### src/hw/bus_defs.svh
// Widths, bank size and timeout limit for the shared-bus system.
// Included by every RTL file and by the testbench.
`ifndef BUS_DEFS_SVH
`define BUS_DEFS_SVH

// word address width
`define BUS_ADDR_W 30

// data width of the bus and of the bank
`define BUS_DATA_W 32

// words in the target bank, addresses below this are valid
`define BUS_BANK_WORDS 16

// consecutive wait cycles that abort a transfer
`define BUS_TOUT_CYCLES 16

`endif

### src/hw/bus_pkg.sv
// Types shared by the masters, the arbiter and the target.
// Import with a wildcard import in the module header.
package bus_pkg;

   // acknowledge from the target, encodings as on the legacy bus
   typedef enum logic [2:0]
   {
      ack_idle = 3'b000,
      ack_wait = 3'b001,
      ack_err  = 3'b011,
      ack_rdy  = 3'b100
   } ack_t;

   // bus master sequencing
   typedef enum logic [2:0]
   {
      mst_idle = 3'b000,  // waiting for a command
      mst_req  = 3'b001,  // bus requested
      mst_addr = 3'b010,  // first cycle as owner
      mst_data = 3'b100   // waiting out the target
   } mst_state_t;

endpackage

### src/hw/bus_master.sv
// Bus master: accepts one command, runs it as one bus transfer and returns
// one response pulse with read data or an error flag.
`timescale 1ns/1ps
`include "bus_defs.svh"

module bus_master
   import bus_pkg::*;
(
   input  logic                   clk,
   input  logic                   arst_n,
   input  logic                   cmd_valid,
   output logic                   cmd_ready,
   input  logic                   cmd_read,
   input  logic [`BUS_ADDR_W-1:0] cmd_addr,
   input  logic [`BUS_DATA_W-1:0] cmd_wdata,
   output logic                   rsp_valid,
   output logic [`BUS_DATA_W-1:0] rsp_rdata,
   output logic                   rsp_err,
   output logic                   req,
   input  logic                   gnt,
   output logic [`BUS_ADDR_W-1:0] bus_addr,
   output logic                   bus_read,
   output logic [`BUS_DATA_W-1:0] bus_wdata,
   input  ack_t                   ack,
   input  logic [`BUS_DATA_W-1:0] rdata,
   input  logic                   tout
);

   mst_state_t             state_q;
   logic                   read_q;   // latched command
   logic [`BUS_ADDR_W-1:0] addr_q;
   logic [`BUS_DATA_W-1:0] wdata_q;
   logic                   owner;    // address or data phase
   logic                   done;

   assign owner     = (state_q == mst_addr) || (state_q == mst_data);
   assign done      = owner && ((ack == ack_rdy) || (ack == ack_err) || tout);
   assign cmd_ready = (state_q == mst_idle);
   assign req       = (state_q == mst_req);

   // drive the shared lines only while owning the bus so the arbiter sees zero
   assign bus_addr  = owner ? addr_q : '0;
   assign bus_read  = owner ? read_q : 1'b0;
   assign bus_wdata = owner ? wdata_q : '0;

   always_ff @(posedge clk or negedge arst_n)
   begin
      if (!arst_n)
      begin
         state_q   <= mst_idle;
         rsp_valid <= 1'b0;
      end
      else
      begin
         rsp_valid <= done;  // one cycle after the end
         unique case (state_q)
            mst_idle:
            begin
               if (cmd_valid)
               begin
                  state_q <= mst_req;
               end
            end
            mst_req:
            begin
               if (gnt)
               begin
                  state_q <= mst_addr;
               end
            end
            mst_addr:
            begin
               // target may answer in the very first cycle
               state_q <= done ? mst_idle : mst_data;
            end
            mst_data:
            begin
               if (done)
               begin
                  state_q <= mst_idle;
               end
            end
            default:
            begin
               state_q <= mst_idle;
            end
         endcase
      end
   end

   always_ff @(posedge clk)
   begin
      if (cmd_valid && cmd_ready)
      begin
         read_q  <= cmd_read;
         addr_q  <= cmd_addr;
         wdata_q <= cmd_wdata;
      end
      if (done)
      begin
         rsp_err   <= (ack == ack_err) || tout;
         rsp_rdata <= ((ack == ack_rdy) && read_q) ? rdata : '0;
      end
   end

   // the request must be withdrawn once granted
   a_req_drop: assert property (@(posedge clk) disable iff (!arst_n)
      gnt |=> !req)
      else $error("req still high after gnt");

endmodule

### src/hw/bus_arbiter.sv
// Round-robin arbiter for two masters. Routes the owner's address phase to
// the target, drives sel and aborts a transfer that waits too long.
`timescale 1ns/1ps
`include "bus_defs.svh"

module bus_arbiter
   import bus_pkg::*;
(
   input  logic                   clk,
   input  logic                   arst_n,
   input  logic                   req_0,
   input  logic                   req_1,
   output logic                   gnt_0,
   output logic                   gnt_1,
   input  logic [`BUS_ADDR_W-1:0] addr_0,
   input  logic [`BUS_ADDR_W-1:0] addr_1,
   input  logic                   read_0,
   input  logic                   read_1,
   input  logic [`BUS_DATA_W-1:0] wdata_0,
   input  logic [`BUS_DATA_W-1:0] wdata_1,
   output logic [`BUS_ADDR_W-1:0] bus_addr,
   output logic                   bus_read,
   output logic [`BUS_DATA_W-1:0] bus_wdata,
   output logic                   sel,
   input  ack_t                   ack,
   output logic                   tout
);

   localparam int CNT_W = $clog2(`BUS_TOUT_CYCLES + 1);

   logic             busy_q;   // set from grant until the transfer ends
   logic             owner_q;  // current owner, doubles as last granted
   logic [CNT_W-1:0] cnt_q;    // wait cycles seen so far
   logic             winner;
   logic             xfer_end;

   // the master not granted last wins a tie
   assign winner = (req_0 && req_1) ? !owner_q : req_1;

   // abort on the last allowed wait cycle
   assign tout = sel && (ack == ack_wait) && (cnt_q == CNT_W'(`BUS_TOUT_CYCLES - 1));

   assign xfer_end = sel && ((ack == ack_rdy) || (ack == ack_err) || tout);

   assign bus_addr  = owner_q ? addr_1 : addr_0;
   assign bus_read  = owner_q ? read_1 : read_0;
   assign bus_wdata = owner_q ? wdata_1 : wdata_0;

   always_ff @(posedge clk or negedge arst_n)
   begin
      if (!arst_n)
      begin
         gnt_0   <= 1'b0;
         gnt_1   <= 1'b0;
         sel     <= 1'b0;
         busy_q  <= 1'b0;
         owner_q <= 1'b1;  // master 0 wins the first tie
         cnt_q   <= '0;
      end
      else
      begin
         gnt_0 <= 1'b0;  // grant is a single pulse
         gnt_1 <= 1'b0;
         if (!busy_q && (req_0 || req_1))
         begin
            gnt_0   <= !winner;
            gnt_1   <= winner;
            owner_q <= winner;
            busy_q  <= 1'b1;
         end
         if (gnt_0 || gnt_1)
         begin
            sel <= 1'b1;  // owner's address phase starts
         end
         else if (xfer_end)
         begin
            sel    <= 1'b0;
            busy_q <= 1'b0;
         end
         if (sel && (ack == ack_wait) && !tout)
         begin
            cnt_q <= cnt_q + 1'b1;
         end
         else
         begin
            cnt_q <= '0;
         end
      end
   end

   // a selected transfer never outlives the timeout
   a_sel_bounded: assert property (@(posedge clk) disable iff (!arst_n)
      $rose(sel) |-> ##[1:`BUS_TOUT_CYCLES] !sel)
      else $error("sel held past the timeout");

   a_gnt_bus_free: assert property (@(posedge clk) disable iff (!arst_n)
      (gnt_0 || gnt_1) |-> !sel)
      else $error("grant while the bus is selected");

endmodule

### src/hw/bus_target.sv
// Register-bank target. Answers ready with a bank read or write, wait while
// busy is high and error for an address beyond the bank.
`timescale 1ns/1ps
`include "bus_defs.svh"

module bus_target
   import bus_pkg::*;
(
   input  logic                   clk,
   input  logic                   arst_n,
   input  logic                   sel,
   input  logic [`BUS_ADDR_W-1:0] bus_addr,
   input  logic                   bus_read,
   input  logic [`BUS_DATA_W-1:0] bus_wdata,
   input  logic                   busy,
   output ack_t                   ack,
   output logic [`BUS_DATA_W-1:0] rdata
);

   localparam int IDX_W = $clog2(`BUS_BANK_WORDS);

   logic [`BUS_DATA_W-1:0] bank [`BUS_BANK_WORDS];
   logic                   in_range;
   logic [IDX_W-1:0]       idx;
   logic                   wr_en;

   assign in_range = (bus_addr < `BUS_ADDR_W'(`BUS_BANK_WORDS));
   assign idx      = bus_addr[IDX_W-1:0];

   // answer straight from sel so a free target replies in the first cycle
   always_comb
   begin
      if (!sel)
      begin
         ack = ack_idle;
      end
      else if (!in_range)
      begin
         ack = ack_err;
      end
      else if (busy)
      begin
         ack = ack_wait;
      end
      else
      begin
         ack = ack_rdy;
      end
   end

   assign rdata = ((ack == ack_rdy) && bus_read) ? bank[idx] : '0;
   assign wr_en = (ack == ack_rdy) && !bus_read;

   always_ff @(posedge clk or negedge arst_n)
   begin
      if (!arst_n)
      begin
         for (int i = 0; i < `BUS_BANK_WORDS; i++)
         begin
            bank[i] <= '0;
         end
      end
      else if (wr_en)
      begin
         bank[idx] <= bus_wdata;  // write lands on the ready edge
      end
   end

   // the owner keeps its address phase steady through wait states
   a_addr_held: assert property (@(posedge clk) disable iff (!arst_n)
      (ack == ack_wait) |=>
         (!sel || ($stable(bus_addr) && $stable(bus_read) && $stable(bus_wdata))))
      else $error("address phase changed during a wait");

endmodule

### src/hw/bus_system.sv
// Top level: two bus masters sharing one register-bank target through
// the round-robin arbiter. busy stalls the target.
`timescale 1ns/1ps
`include "bus_defs.svh"

module bus_system
   import bus_pkg::*;
(
   input  logic                   clk,
   input  logic                   arst_n,
   input  logic                   busy,
   input  logic                   cmd_valid_0,
   output logic                   cmd_ready_0,
   input  logic                   cmd_read_0,
   input  logic [`BUS_ADDR_W-1:0] cmd_addr_0,
   input  logic [`BUS_DATA_W-1:0] cmd_wdata_0,
   output logic                   rsp_valid_0,
   output logic [`BUS_DATA_W-1:0] rsp_rdata_0,
   output logic                   rsp_err_0,
   input  logic                   cmd_valid_1,
   output logic                   cmd_ready_1,
   input  logic                   cmd_read_1,
   input  logic [`BUS_ADDR_W-1:0] cmd_addr_1,
   input  logic [`BUS_DATA_W-1:0] cmd_wdata_1,
   output logic                   rsp_valid_1,
   output logic [`BUS_DATA_W-1:0] rsp_rdata_1,
   output logic                   rsp_err_1
);

   logic                   req_0, req_1;
   logic                   gnt_0, gnt_1;
   logic [`BUS_ADDR_W-1:0] addr_0, addr_1;
   logic                   read_0, read_1;
   logic [`BUS_DATA_W-1:0] wdata_0, wdata_1;
   logic [`BUS_ADDR_W-1:0] bus_addr;  // owner's lines after the mux
   logic                   bus_read;
   logic [`BUS_DATA_W-1:0] bus_wdata;
   logic                   sel;
   logic                   tout;
   ack_t                   ack;
   logic [`BUS_DATA_W-1:0] rdata;

   bus_master u_master_0 (
      .clk(clk), .arst_n(arst_n),
      .cmd_valid(cmd_valid_0), .cmd_ready(cmd_ready_0), .cmd_read(cmd_read_0),
      .cmd_addr(cmd_addr_0), .cmd_wdata(cmd_wdata_0),
      .rsp_valid(rsp_valid_0), .rsp_rdata(rsp_rdata_0), .rsp_err(rsp_err_0),
      .req(req_0), .gnt(gnt_0),
      .bus_addr(addr_0), .bus_read(read_0), .bus_wdata(wdata_0),
      .ack(ack), .rdata(rdata), .tout(tout)
   );

   bus_master u_master_1 (
      .clk(clk), .arst_n(arst_n),
      .cmd_valid(cmd_valid_1), .cmd_ready(cmd_ready_1), .cmd_read(cmd_read_1),
      .cmd_addr(cmd_addr_1), .cmd_wdata(cmd_wdata_1),
      .rsp_valid(rsp_valid_1), .rsp_rdata(rsp_rdata_1), .rsp_err(rsp_err_1),
      .req(req_1), .gnt(gnt_1),
      .bus_addr(addr_1), .bus_read(read_1), .bus_wdata(wdata_1),
      .ack(ack), .rdata(rdata), .tout(tout)
   );

   bus_arbiter u_arbiter (
      .clk(clk), .arst_n(arst_n),
      .req_0(req_0), .req_1(req_1), .gnt_0(gnt_0), .gnt_1(gnt_1),
      .addr_0(addr_0), .addr_1(addr_1), .read_0(read_0), .read_1(read_1),
      .wdata_0(wdata_0), .wdata_1(wdata_1),
      .bus_addr(bus_addr), .bus_read(bus_read), .bus_wdata(bus_wdata),
      .sel(sel), .ack(ack), .tout(tout)
   );

   bus_target u_target (
      .clk(clk), .arst_n(arst_n),
      .sel(sel), .bus_addr(bus_addr), .bus_read(bus_read), .bus_wdata(bus_wdata),
      .busy(busy), .ack(ack), .rdata(rdata)
   );

endmodule

### config.mk
export PLATFORM = sky130hd
export DESIGN_NAME = bus_system
export DESIGN_NICKNAME = d
export VERILOG_FILES = /design/src/hw/bus_pkg.sv /design/src/hw/bus_master.sv /design/src/hw/bus_arbiter.sv /design/src/hw/bus_target.sv /design/src/hw/bus_system.sv
export VERILOG_INCLUDE_DIRS = /design/src /design/src/hw
export SDC_FILE = /design/constraint.sdc
export NUM_CORES = 1
export LEC_CHECK = 0
export BUFFER_PORTS_ARGS = -buffer_cell sky130_fd_sc_hd__buf_2
export CORE_ASPECT_RATIO = 1.4
export CORE_MARGIN = 1.5
export CORE_UTILIZATION = 45
export DETAILED_ROUTE_END_ITERATION = 16
export PLACE_DENSITY = 0.72
export SYNTH_ARGS = -nofsm -noshare
export SYNTH_HDL_FRONTEND = slang
export SYNTH_HIERARCHICAL = 1
export SYNTH_SLANG_ARGS = --single-unit
### constraint.sdc
create_clock -name clk -period 5.9 [get_ports clk]
set_input_delay 0.885 -clock clk [delete_from_list [all_inputs] [get_ports clk]]
set_output_delay 0.885 -clock clk [all_outputs]
set_load 0.03 [all_outputs]
After elaboration in Yosys (flattened, before gate mapping)
Cells that the tools add are included.
{ "word_totals": {"register_bits": 722, "in_bits": 131, "word_cells": 127} }
{ "op_classes": {"add_sub_neg": 1, "n_lt_le_gt_ge": 3, "eq_ne": 16, "mux": 38, "bitwise": 1, "reduce_logical": 32} }
{ "ops": {"columns": ["operator", "n"], "rows": [
  ["512-bit bitwise mux", 1],
  ["32-bit two-way mux", 7],
  ["32-bit binary-select mux with 4-bit select", 1],
  ["32-bit demux with 4-bit select", 1],
  ["30-bit two-way mux", 3],
  ["3-bit two-way mux", 11],
  ["30-bit by 5-bit < comparator with 1-bit output (second input constant)", 1],
  ["3-bit case mux with 4 select lines", 2],
  ["1-bit logical AND", 15],
  ["1-bit two-way mux", 11],
  ["3-bit by 1-bit equality test with 1-bit output (second input constant)", 3],
  ["3-bit by 2-bit equality test with 1-bit output (second input constant)", 3],
  ["3-bit equality test (second input constant)", 3],
  ["2-bit != test (second input constant)", 4],
  ["1-bit logical OR", 7],
  ["3-bit zero test", 2],
  ["3-bit AND reduction", 2],
  ["5-bit by 1-bit adder with 5-bit output (second input constant)", 1],
  ["5-bit by 4-bit equality test with 1-bit output (second input constant)", 1],
  ["5-bit >= comparator (second input constant)", 1],
  ["1-bit zero test", 5],
  ["5-bit by 1-bit < comparator with 1-bit output (second input constant)", 1],
  ["5-bit two-way mux", 1],
  ["4-bit NOT with 5-bit output", 1],
  ["other kinds (2)", 3]
]} }

Longest topological paths before layout
Gate-level depths: netlist of the first run.
{ "logic_depth": {"depth_word": 14, "depth_mapped": 14, "depth_no_buf": 11} }

By module
The synthesis of the first run kept the hierarchy.
{ "modules_own_cells": {"columns": ["module", "n_inst", "cells_per_inst", "area_per_inst_um2", "seq_area_each_um2"], "rows": [
  ["bus_target", 1, 1425, 23314.9, 12812.3],
  ["bus_master", 2, 219, 3774.9, 2982.9],
  ["bus_arbiter", 1, 112, 1282.5, 251.5]
]} }

Worst setup path after synthesis of the first run
Ideal clock, no wire load.
{ "synth_timing": {"kind": "register to register", "startpoint": "register u_master_1.state_q[1]", "endpoint": "register u_master_0.rsp_err (enable)", "t_arrival_ns": 4.262, "required_ns": 5.507, "path_slack_ns": 1.245, "path_stages_with_launch": 14, "synth_period_minus_slack_ns": 4.655, "path_cell_list": "dfrtp_1 xnor2_1 nor2_4 buf_6 and2_1 mux2_2 nor4_1 nand4_1 buf_2 nand2b_1 and2_1 and4bb_2 and2_1 o21a_1"} }
{ "synth_via": {"elab_chain_len": 12, "elab_cells_between_ends": 16, "cone_classes": "order compare: 1; eq/ne: 5; mux: 4; reduce/logical: 6"} }
{ "synth_lines": {"columns": ["element", "line", "text"], "rows": [
  ["start: declaration", "bus_master.sv:29", "mst_state_t state_q;"],
  ["start signal: assignment", "bus_master.sv:50", "state_q <= mst_idle;"],
  ["start signal: assignment", "bus_master.sv:61", "state_q <= mst_req;"],
  ["start signal: assignment", "bus_master.sv:68", "state_q <= mst_addr;"],
  ["3-bit by 2-bit equality test with 1-bit output or 3-bit equality test (tied branches)", "bus_master.sv:36", "assign owner = (state_q == mst_addr) || (state_q == mst_data);"],
  ["1-bit logical OR (*)", "bus_master.sv:36", null],
  ["30-bit two-way mux (*)", "bus_master.sv:42", "assign bus_addr = owner ? addr_q : '0;"],
  ["via addr_1[23]", "bus_system.sv:32", "logic [`BUS_ADDR_W-1:0] addr_0, addr_1;"],
  ["30-bit two-way mux (*)", "bus_arbiter.sv:45", "assign bus_addr = owner_q ? addr_1 : addr_0;"],
  ["via bus_addr[23]", "bus_system.sv:35", "logic [`BUS_ADDR_W-1:0] bus_addr;"],
  ["30-bit by 5-bit < comparator with 1-bit output (*)", "bus_target.sv:27", "assign in_range = (bus_addr < `BUS_ADDR_W'(`BUS_BANK_WORDS));"],
  ["3-bit two-way mux (*)", "bus_target.sv:37", "else if (!in_range)"],
  ["3-bit two-way mux (*)", "bus_target.sv:33", "if (!sel)"],
  ["via ack[1]", "bus_system.sv:40", "ack_t ack;"],
  ["3-bit by 1-bit equality test with 1-bit output (*)", "bus_arbiter.sv:41", "assign tout = sel && (ack == ack_wait) && (cnt_q == CNT_W'(`BUS_TOUT_CYCLES - 1));"],
  ["1-bit logical AND (*) (2 in a row)", "bus_arbiter.sv:41", null],
  ["via tout", "bus_system.sv:39", "logic tout;"],
  ["1-bit logical OR (*)", "bus_master.sv:37", "assign done = owner && ((ack == ack_rdy) || (ack == ack_err) || tout);"],
  ["1-bit logical AND (*)", "bus_master.sv:37", null],
  ["via u_master_0.done", "bus_master.sv:34", "logic done;"],
  ["end signal: assignment", "bus_master.sv:101", "rsp_err <= (ack == ack_err) || tout;"],
  ["end: declaration", "bus_master.sv:18", "output logic rsp_err,"]
]} }
The timed path passes the listed nets; every way through them passes the cells marked *.
A chain may end at the register's enable or synchronous reset.

Worst setup path after layout of the first run
{ "layout_timing": {"startpoint": "register u_master_1.state_q[1]", "endpoint": "register u_master_1.rsp_rdata[16] (enable)"} }
{ "layout_via": {"elab_chain_len": 12, "elab_cells_between_ends": 16, "cone_classes": "order compare: 1; eq/ne: 5; mux: 4; reduce/logical: 6"} }
{ "layout_lines": {"columns": ["element", "line", "text"], "rows": [
  ["3-bit by 2-bit equality test with 1-bit output or 3-bit equality test (tied branches)", "bus_master.sv:36", null],
  ["1-bit logical OR (*)", "bus_master.sv:36", null],
  ["30-bit two-way mux (*)", "bus_master.sv:42", null],
  ["via addr_1[29]", "bus_system.sv:32", null],
  ["30-bit two-way mux (*)", "bus_arbiter.sv:45", null],
  ["via bus_addr[29]", "bus_system.sv:35", null],
  ["30-bit by 5-bit < comparator with 1-bit output (*)", "bus_target.sv:27", null],
  ["3-bit two-way mux (*)", "bus_target.sv:37", null],
  ["3-bit two-way mux (*)", "bus_target.sv:33", null],
  ["via ack[2]", "bus_system.sv:40", null],
  ["3-bit by 1-bit equality test with 1-bit output", "bus_arbiter.sv:41", null],
  ["1-bit logical AND (2 in a row)", "bus_arbiter.sv:41", null],
  ["1-bit logical OR (*)", "bus_master.sv:37", null],
  ["1-bit logical AND (*)", "bus_master.sv:37", null],
  ["via u_master_1.done", "bus_master.sv:34", null],
  ["end signal: assignment", "bus_master.sv:102", "rsp_rdata <= ((ack == ack_rdy) && read_q) ? rdata : '0;"],
  ["end: declaration", "bus_master.sv:17", "output logic [`BUS_DATA_W-1:0] rsp_rdata,"]
]} }
Marked as above.

==> results of run 1 <==
==> Yosys cell counts, types with 2 or more instances <==
| cell type | number |
|---|---|
| nor3b_2 | 2 |
| edfxtp_1 | 192 |
| nor3_1 | 4 |
| or4_1 | 4 |
| clkbuf_1 | 63 |
| nor2b_1 | 4 |
| a22oi_1 | 64 |
| a21oi_1 | 34 |
| nor3b_1 | 2 |
| nand2b_1 | 11 |
| buf_1 | 19 |
| mux2_1 | 85 |
| nand2b_4 | 2 |
| nor2_4 | 2 |
| or2_2 | 2 |
| inv_1 | 5 |
| mux2_4 | 20 |
| buf_6 | 44 |
| mux2_2 | 470 |
| a2111oi_0 | 2 |
| nor4_2 | 6 |
| nand3b_1 | 2 |
| buf_4 | 3 |
| xnor2_1 | 3 |
| buf_2 | 23 |
| nor4_1 | 5 |
| clkbuf_2 | 4 |
| nor2_1 | 12 |
| and2_1 | 197 |
| o21ai_0 | 4 |
| o21a_1 | 3 |
| ha_1 | 2 |
| dfrtp_1 | 529 |
| nor4_4 | 10 |
| mux4_2 | 128 |
| nand2_1 | 3 |
==> metal layers <==
metal	vias up	global-route usage, %	part of all wire [%]
met5	-	0	0
met4	0	8.57	3.5
met3	144	3.32	5.2
met2	533	36.6	51
met1	9244	26.8	40
li1	7611	-	-
==> flip-flops by register name, indices dropped and copies added, names as in the netlist, 3 cells and up <==
name,cells
u_arbiter/cnt_q,5
u_master_0/addr_q,30
u_master_1/state_q,3
u_master_0/state_q,3
u_target/bank,512
u_master_0/rsp_rdata,32
u_master_1/rsp_rdata,32
u_master_0/wdata_q,32
u_master_1/wdata_q,32
u_master_1/addr_q,30
==> placed cells by master, fill, tap and decap left out, types with 5 or more instances in the layout <==
cell type	instances
mux4_2	128
mux2_2	468
clkbuf_8	9
a21oi_1	34
nor2_1	11
edfxtp_1	192
dfrtp_1	529
mux2_1	85
a22oi_1	64
clkbuf_1	14
clkbuf_16	75
nor4_1	5
buf_2	199
and2_1	195
buf_4	45
nand2b_1	11
mux2_4	21
clkinv_2	10
nor4_4	16
inv_1	5
==> cell families after synthesis <==
logic type               share of synthesized area, %
flip-flops                                       59.2
multiplexers                                     29.3
AND/OR/NAND/NOR                                  5.97
buffers and inverters                            3.05
AO/OA/AOI/OAI                                    2.26
XOR/XNOR                                        0.109
adder cells (fa/ha/maj)                        0.0778
==> layout make-up <==
| type | instances | area, um^2 | share of cell area (%) |
|---|---|---|---|
| diodes | 1 | 2.50 | 0.00691 |
| clock buffers | 98 | 2050 | 5.67 |
| clock inverters | 28 | 279 | 0.770 |
| inverters | 5 | 18.8 | 0.0518 |
| multi-input cells | 1092 | 12200 | 33.8 |
| flip-flops and latches | 722 | 19000 | 52.5 |
| well taps | 936 | 1170 | 3.23 |
| repair buffers | 249 | 1430 | 3.94 |
==> power breakdown <==
part / switching, mW / internal [mW] / total (mW)
clock: 1.93 / 2.62 / 4.55
sequential: 0.0737 / 5.21 / 5.29
combinational: 0.276 / 0.159 / 0.436
total: 2.28 / 7.99 / 10.3
==> critical path: cells and delay by family (launching register included) <==
kind / cells / cell delay [ns]
AND/OR/NAND/NOR: 7 / 1.78
multiplexers: 1 / 0.25
AO/OA/AOI/OAI: 2 / 1.21
XOR/XNOR: 1 / 0.33
buffers and inverters: 2 / 0.57
flip-flops: 1 / 0.42
==> worst min path at each step <==
| stage | end | slack, ns | depth (start not counted) |
|---|---|---|---|
| floorplan | u_arbiter/cnt_q[0]$_DFF_PN0_ | 0.43 | 1 |
| global placement | u_arbiter/cnt_q[0]$_DFF_PN0_ | 0.44 | 1 |
| detailed placement | u_arbiter/cnt_q[0]$_DFF_PN0_ | 0.46 | 1 |
| CTS | u_master_0/rsp_valid$_DFF_PN0_ | 0.29 | 1 |
| global route | u_master_0/rsp_valid$_DFF_PN0_ | 0.32 | 1 |
| finish | u_master_0/rsp_valid$_DFF_PN0_ | 0.25 | 1 |
==> summary.md, run 1 <==
| Metric | Value |
|---|---|
| Outcome | finished clean |
| RD Place Congestion | around 0.8 |
| Number of synthesized register bits | 722 |
| Mapped Area | 32100 um^2 |
| Final TNS setup | 0 ns |
| Avg Cell Area, Syn | 16.3 um^2 |
| Post-DP Area | 33900 um^2 |
| Tot Pwr | between 10 and 15 mW |
| Layout fillers | between 5000 and 6000 |
| Max Slew Vio Count | 0 |
| Post-DR vias/cell | ~5.6 |
| TritonCTS Buffers | 69 |
| Worst-path fanout max | 34 |
| Drt first pass iters | 5 |
| DIE AREA | 73100 um^2 |
| Routed wirelength normalized by instance count | approximately 24 um |
| Synth area leaders | dfrtp_1, edfxtp_1, mux2_2 |
| # Post-CTS Setup Buffers | 0 |
| Post-synth top area cell | dfrtp_1 |
| Unrepaired setup endpoints after global routing | no |
| Hold buffers post-CTS | 0 |
| Largest net degree at the start of global routing | just over 200 |
| Port-buffer cells | 200 |
| CTS Buffer Depth | 3 |
| Initial antenna violation count | 0 |
| Crit path capture | u_master_1/rsp_rdata[16]$_SDFFCE_PN0P_ |
| Layout area overhead | 12.7% |
| Synth Warn # | 6 |
| Power Dens Cells | 284 nW/um^2 |
| EDFF count, synth | around 190 |
| Required time worst endpoint | 6.13 ns |
| GRT Residual Overflow | 0 |
| Slowest CP cell | o21a_2 |
| Min Hold Slack | 0.251 ns |
| R2R Path Start | u_master_1/state_q[1]$_DFFE_PN0P_ |
| Setup Viol. Count Final | 0 |
| Rel. slew slack | ~16% |
| Startpoint Class | register |
| Root Buffer | clkbuf_16 |
| I/O Pins | ~200 |
| Final hold viol count | 0 |
| Synth Flop Type | dfrtp_1 |
| Fin area | 36200 um^2 |
| Post-Synthesis Cells | approximately 2000 |
| Layout net count | 2272 |
| H-tree Lvls | 3 |
| CORE AREA | between 70000 and 80000 um^2 |
| Path depth of the worst reg2reg path | 13 |
| Capture point of the worst reg-to-reg path | u_master_1/rsp_rdata[16]$_SDFFCE_PN0P_ |
| Static leakage | about 16 nW |
| Die H | between 300 and 400 um |
| Routed WL | about 76 mm |
| Synthesized Nets | ~2100 |
| Global-route wire length before repair | roughly 120 mm |
| Max Fclk | approximately 200 MHz |
| Crit-path cells | xnor2_1 -> nor2_4 -> buf_4 -> and2_1 -> mux2_2 -> nor4_1 -> nand4_1 -> buf_4 -> nand2b_1 -> nor2b_1 -> nand2b_4 -> o21ai_0 -> o21a_2 |
| Worst-margin pin slew | approximately 1.3 ns |
| Clk_skew | about 0.025 ns |
| Post-CTS sizing | 0 |
| Fin crit share | 84.8% |
| Post-synthesis sequential area ratio | 59.2% |
| Cell mode on critical path | buf_4 |
| Worst-Skew Late Latency | around 0.63 ns |
| Beginning of the critical path | u_master_1/state_q[1]$_DFFE_PN0P_ |
| CTS tree | yes |
| Crit path DAT | roughly 5.2 ns |
| Peak supply drop | 0.233 mV |
| Die width | between 200 and 250 um |
| Hpwl dp | approximately 46 mm |
| CP max stage delay | slightly above 0.9 ns |
| HP Class | input pin to asynchronous set/reset pin |
| Share of cells above drive strength 1 | 46.0% |
| Final core utilization | approximately 50% |
| Critical path type | register to register |
| Setup crit end kind | register |
| Final setup margin | between 0.8 and 0.9 ns |
| Via count of the first global-routing pass | 19343 |
| Max-Cap Viols | 0 |
| Initial Utilization | a little under half |
| Routed vias | approximately 18000 |
| Clock slew at reported path FFs | about 0.06 ns |
| Detail Route Antenna Nets | 0 |
| Async S/R FF share, synth | roughly 73% |
| Placed Instances | 3004 |
| Starting DRT DRC Count | around 1100 |
| Post-synth top area share | 41.2% |
| Fin crit period | between 5 and 6 ns |
| Clk sinks | between 700 and 800 |
| Pre-CTS setup slack | around 0.84 ns |
| Final Non-Filler Cells | 3131 |
| DRC violations left | 0 |
| GRT Resource Usage Total | between 20% and 30% |
| Number of library cell types mapped by synthesis | 46 |
| Row count | ~120 |
| Reg2reg setup slack | 0.90 ns |
Power figures use the tool's default switching activity.
==> run 2: changes to the inputs <==
Settings changed: ABC_AREA from default to 1, PLACE_DENSITY 0.72 to 0.74.
Clock period 5.9 ns to 4.4 ns, I/O delays scaled along.
==> summary.md, run 2 <==
| Metric | Value |
|---|---|
| Outcome | finished clean |
| Synth Flop Type | dfrtp_1 |
| Post-Synth Simple-Gate Area | around a third |
| Crit path DAT | 4.09 ns |
| Routed wirelength normalized by instance count | roughly 20 um |
| Clk sinks | roughly 720 |
| HP Class | input pin to asynchronous set/reset pin |
| Post-synth top area share | 38.1% |
| Startpoint Class | register |
| Mapped Area | 34800 um^2 |
| Synth Warn # | 6 |
| Largest family of logic cells by synthesized area | simple AND/OR/NAND/NOR gates |
| Worst-path fanout max | 63 |
| Post-Synthesis Cells | approximately 4300 |
| Worst-margin pin slew | approximately 1.1 ns |
| Min Hold Slack | between 0.1 and 0.15 ns |
| Die width | 238 um |
| GRT Resource Usage Total | a little over a quarter |
| Most common cell after layout, fill and taps aside | nand2_1 |
| Row count | 120 |
| Final core utilization | slightly above 50% |
| Power Dens Cells | about 560 nW/um^2 |
| Post-synthesis mux area share | 0% |
| EDFF count, synth | roughly 190 |
| Routed WL | between 100 and 150 mm |
| Drt first pass iters | 5 |
| Fin crit share | between 80% and 90% |
| Synth cell count leaders | nand2_1, nor2_1, nand4_1 |
| Most common cell in the netlist | nand2_1 |
| Largest net degree at the start of global routing | about 170 |
| CTS tree | yes |
| CP max stage delay | between 0.4 and 0.5 ns |
| DRC violations left | 0 |
| Layout area overhead | 11.1% |
| Max reg flops | 512 |
| Unrepaired setup endpoints after global routing | no |
| Largest Register | u_target/bank |
| Worst-Skew Late Latency | between 0.6 and 0.7 ns |
| Layout net count | approximately 4400 |
| Die H | 332 um |
| Post-DR vias/cell | approximately 5.6 |
| Static leakage | 19.8 nW |
| Post-synth top area cell | dfrtp_1 |
| Synth Area in Compound Gates | between 1.5 and 2% |
| Capture point of the worst reg-to-reg path | u_master_1/rsp_rdata[26]$_SDFFCE_PN0P_ |
| Final setup margin | 0.562 ns |
| R2R Path Start | u_master_1/state_q[1]$_DFFE_PN0P_ |
| Post-CTS sizing | 0 |
| Required time worst endpoint | roughly 4.7 ns |
| Port-buffer cells | 200 |
| Starting DRT DRC Count | ~3200 |
| Cell mode on critical path | nand2_1 |
| H-tree Lvls | 3 |
| CTS Buffer Depth | 3 |
| Number of synthesized register bits | 722 |
| XOR/XNOR share of the synthesized area | 0.0252% |
| Layout fillers | between 7000 and 8000 |
| Share of cells above drive strength 1 | approximately 11% |
| Post-synthesis sequential area ratio | 54.7% |
| Crit path buf inv count | 6 |
| Rel. slew slack | 28.8% |
| Critical path type | register to register |
| Crit-path cells | inv_1 -> nand2_1 -> nor2_2 -> inv_2 -> nand2_4 -> inv_6 -> nor2_1 -> nand2_1 -> nand2_1 -> nor2_1 -> nand3_1 -> nor2_1 -> nand4_1 -> nand2_1 -> inv_1 -> nor2_1 -> nand2_1 -> nand2_1 -> nand2_1 -> clkinv_1 -> buf_4 |
| Avg Cell Area, Syn | 8.06 um^2 |
| DIE AREA | between 70000 and 80000 um^2 |
| Global-route wire length before repair | 168 mm |
| Synthesized Nets | 4446 |
| Peak supply drop | 0.442 mV |
| Hold buffers post-CTS | 0 |
| Max-Cap Viols | 0 |
| Final hold viol count | 0 |
| RD Place Congestion | around 0.85 |
| Number of library cell types mapped by synthesis | 31 |
| Clock slew at reported path FFs | 0.06 ns |
| Slowest CP cell | buf_4 |
| Root Buffer | clkbuf_16 |
| Pre-CTS setup slack | ~0.63 ns |
| Synth Area in Adders | less than 1% |
| Clk_skew | 0.0196 ns |
| Max Slew Vio Count | 0 |
| Final TNS setup | 0 ns |
| # Post-CTS Setup Buffers | 0 |
| Routed vias | between 30000 and 40000 |
| Setup Viol. Count Final | 0 |
| I/O Pins | between 200 and 250 |
| TritonCTS Buffers | 73 |
| Async S/R FF share, synth | between 70% and 80% |
| Via count of the first global-routing pass | around 30000 |
| Crit path max-delay family | simple AND/OR/NAND/NOR gates |
| Max Fclk | 261 MHz |
| Fin crit period | 3.84 ns |
| Hpwl dp | between 60 and 70 mm |
| Path depth of the worst reg2reg path | 21 |
| Most frequent cells in the layout | nand2_1, nor2_1, nand4_1, dfrtp_1, inv_1 |
| Synth area leaders | dfrtp_1, edfxtp_1, nand2_1 |
| Reg2reg setup slack | about 0.56 ns |
| Initial Utilization | 45.4% |
| Initial antenna violation count | 0 |
| GRT Residual Overflow | 0 |
| CORE AREA | approximately 77000 um^2 |
| Detail Route Antenna Nets | 0 |
| Setup crit end kind | register |
## run 2: cell count changes in the layout (fill, tap and decap cells not counted), moves of 195 or more
cell	previous run	this run
nand2_1	3	1441
nor2_1	11	803
nand4_1	1	544
mux2_2	468	0
inv_1	5	220
and2_1	195	0
## run 2: area by class of cell
class                   count  area (um^2)  area share [%]
repair buffers            305         1990            5.14
clock inverters            21          173           0.447
inverters                 235          907            2.35
multi-input cells        2978        13100            33.9
flip-flops and latches    722        19000            49.2
diodes                      1         2.50         0.00647
well taps                 976         1220            3.16
clock buffers             112         2250            5.82
## run 2: per-layer routing
metal | routed length, um | vias up | part of all wire, % | global-route usage, %
li1 | - | 13986 | - | -
met1 | 41300 | 14228 | 38 | 34.1
met2 | 50700 | 1601 | 47 | 44.7
met3 | 9510 | 388 | 8.8 | 4.64
met4 | 5960 | 0 | 5.5 | 14.6
met5 | 0 | - | 0 | 0
## run 2: metrics by stage
step	instance area [um^2]	instances	power (mW)
floorplan	34800	4313	13.1
global placement	36200	5216	15.2
detailed placement	36200	5216	15.3
CTS	38700	5349	21.6
global route	38700	5349	22.6
finish	38700	5350	21.7
## run 2: worst max-delay path by stage
stage                     cells past startpoint  slack (ns)                              start                                     end
after CTS                                    21        0.59  u_master_0/state_q[1]$_DFFE_PN0P_  u_master_1/rsp_rdata[27]$_SDFFCE_PN0P_
after floorplan                               5        0.19  u_master_0/state_q[1]$_DFFE_PN0P_          u_master_0/addr_q[0]$_DFFE_PP_
after global routing                         19        0.24  u_master_0/state_q[1]$_DFFE_PN0P_  u_master_1/rsp_rdata[14]$_SDFFCE_PN0P_
after global placement                       21        0.69  u_master_1/state_q[1]$_DFFE_PN0P_  u_master_1/rsp_rdata[27]$_SDFFCE_PN0P_
final                                        21        0.56  u_master_1/state_q[1]$_DFFE_PN0P_  u_master_1/rsp_rdata[26]$_SDFFCE_PN0P_
after detailed placement                     20        0.63  u_master_0/state_q[2]$_DFFE_PN0P_  u_master_1/rsp_rdata[27]$_SDFFCE_PN0P_
## run 2: power by group
part | leakage [nW] | total (mW) | switching [mW] | internal [mW]
logic | 9.50 | 7.61 | 5.88 | 1.73
clock network | 1.20 | 6.36 | 2.71 | 3.66
registers | 9.10 | 7.70 | 0.199 | 7.51
total | 19.8 | 21.7 | 8.78 | 12.9
## run 2: kinds of logic after synthesis
logic type,count (synthesis)
buf+inv,613
xor+xnor,1
simple gates,2863
fa+ha+maj,2
compound gates,112
flops,722
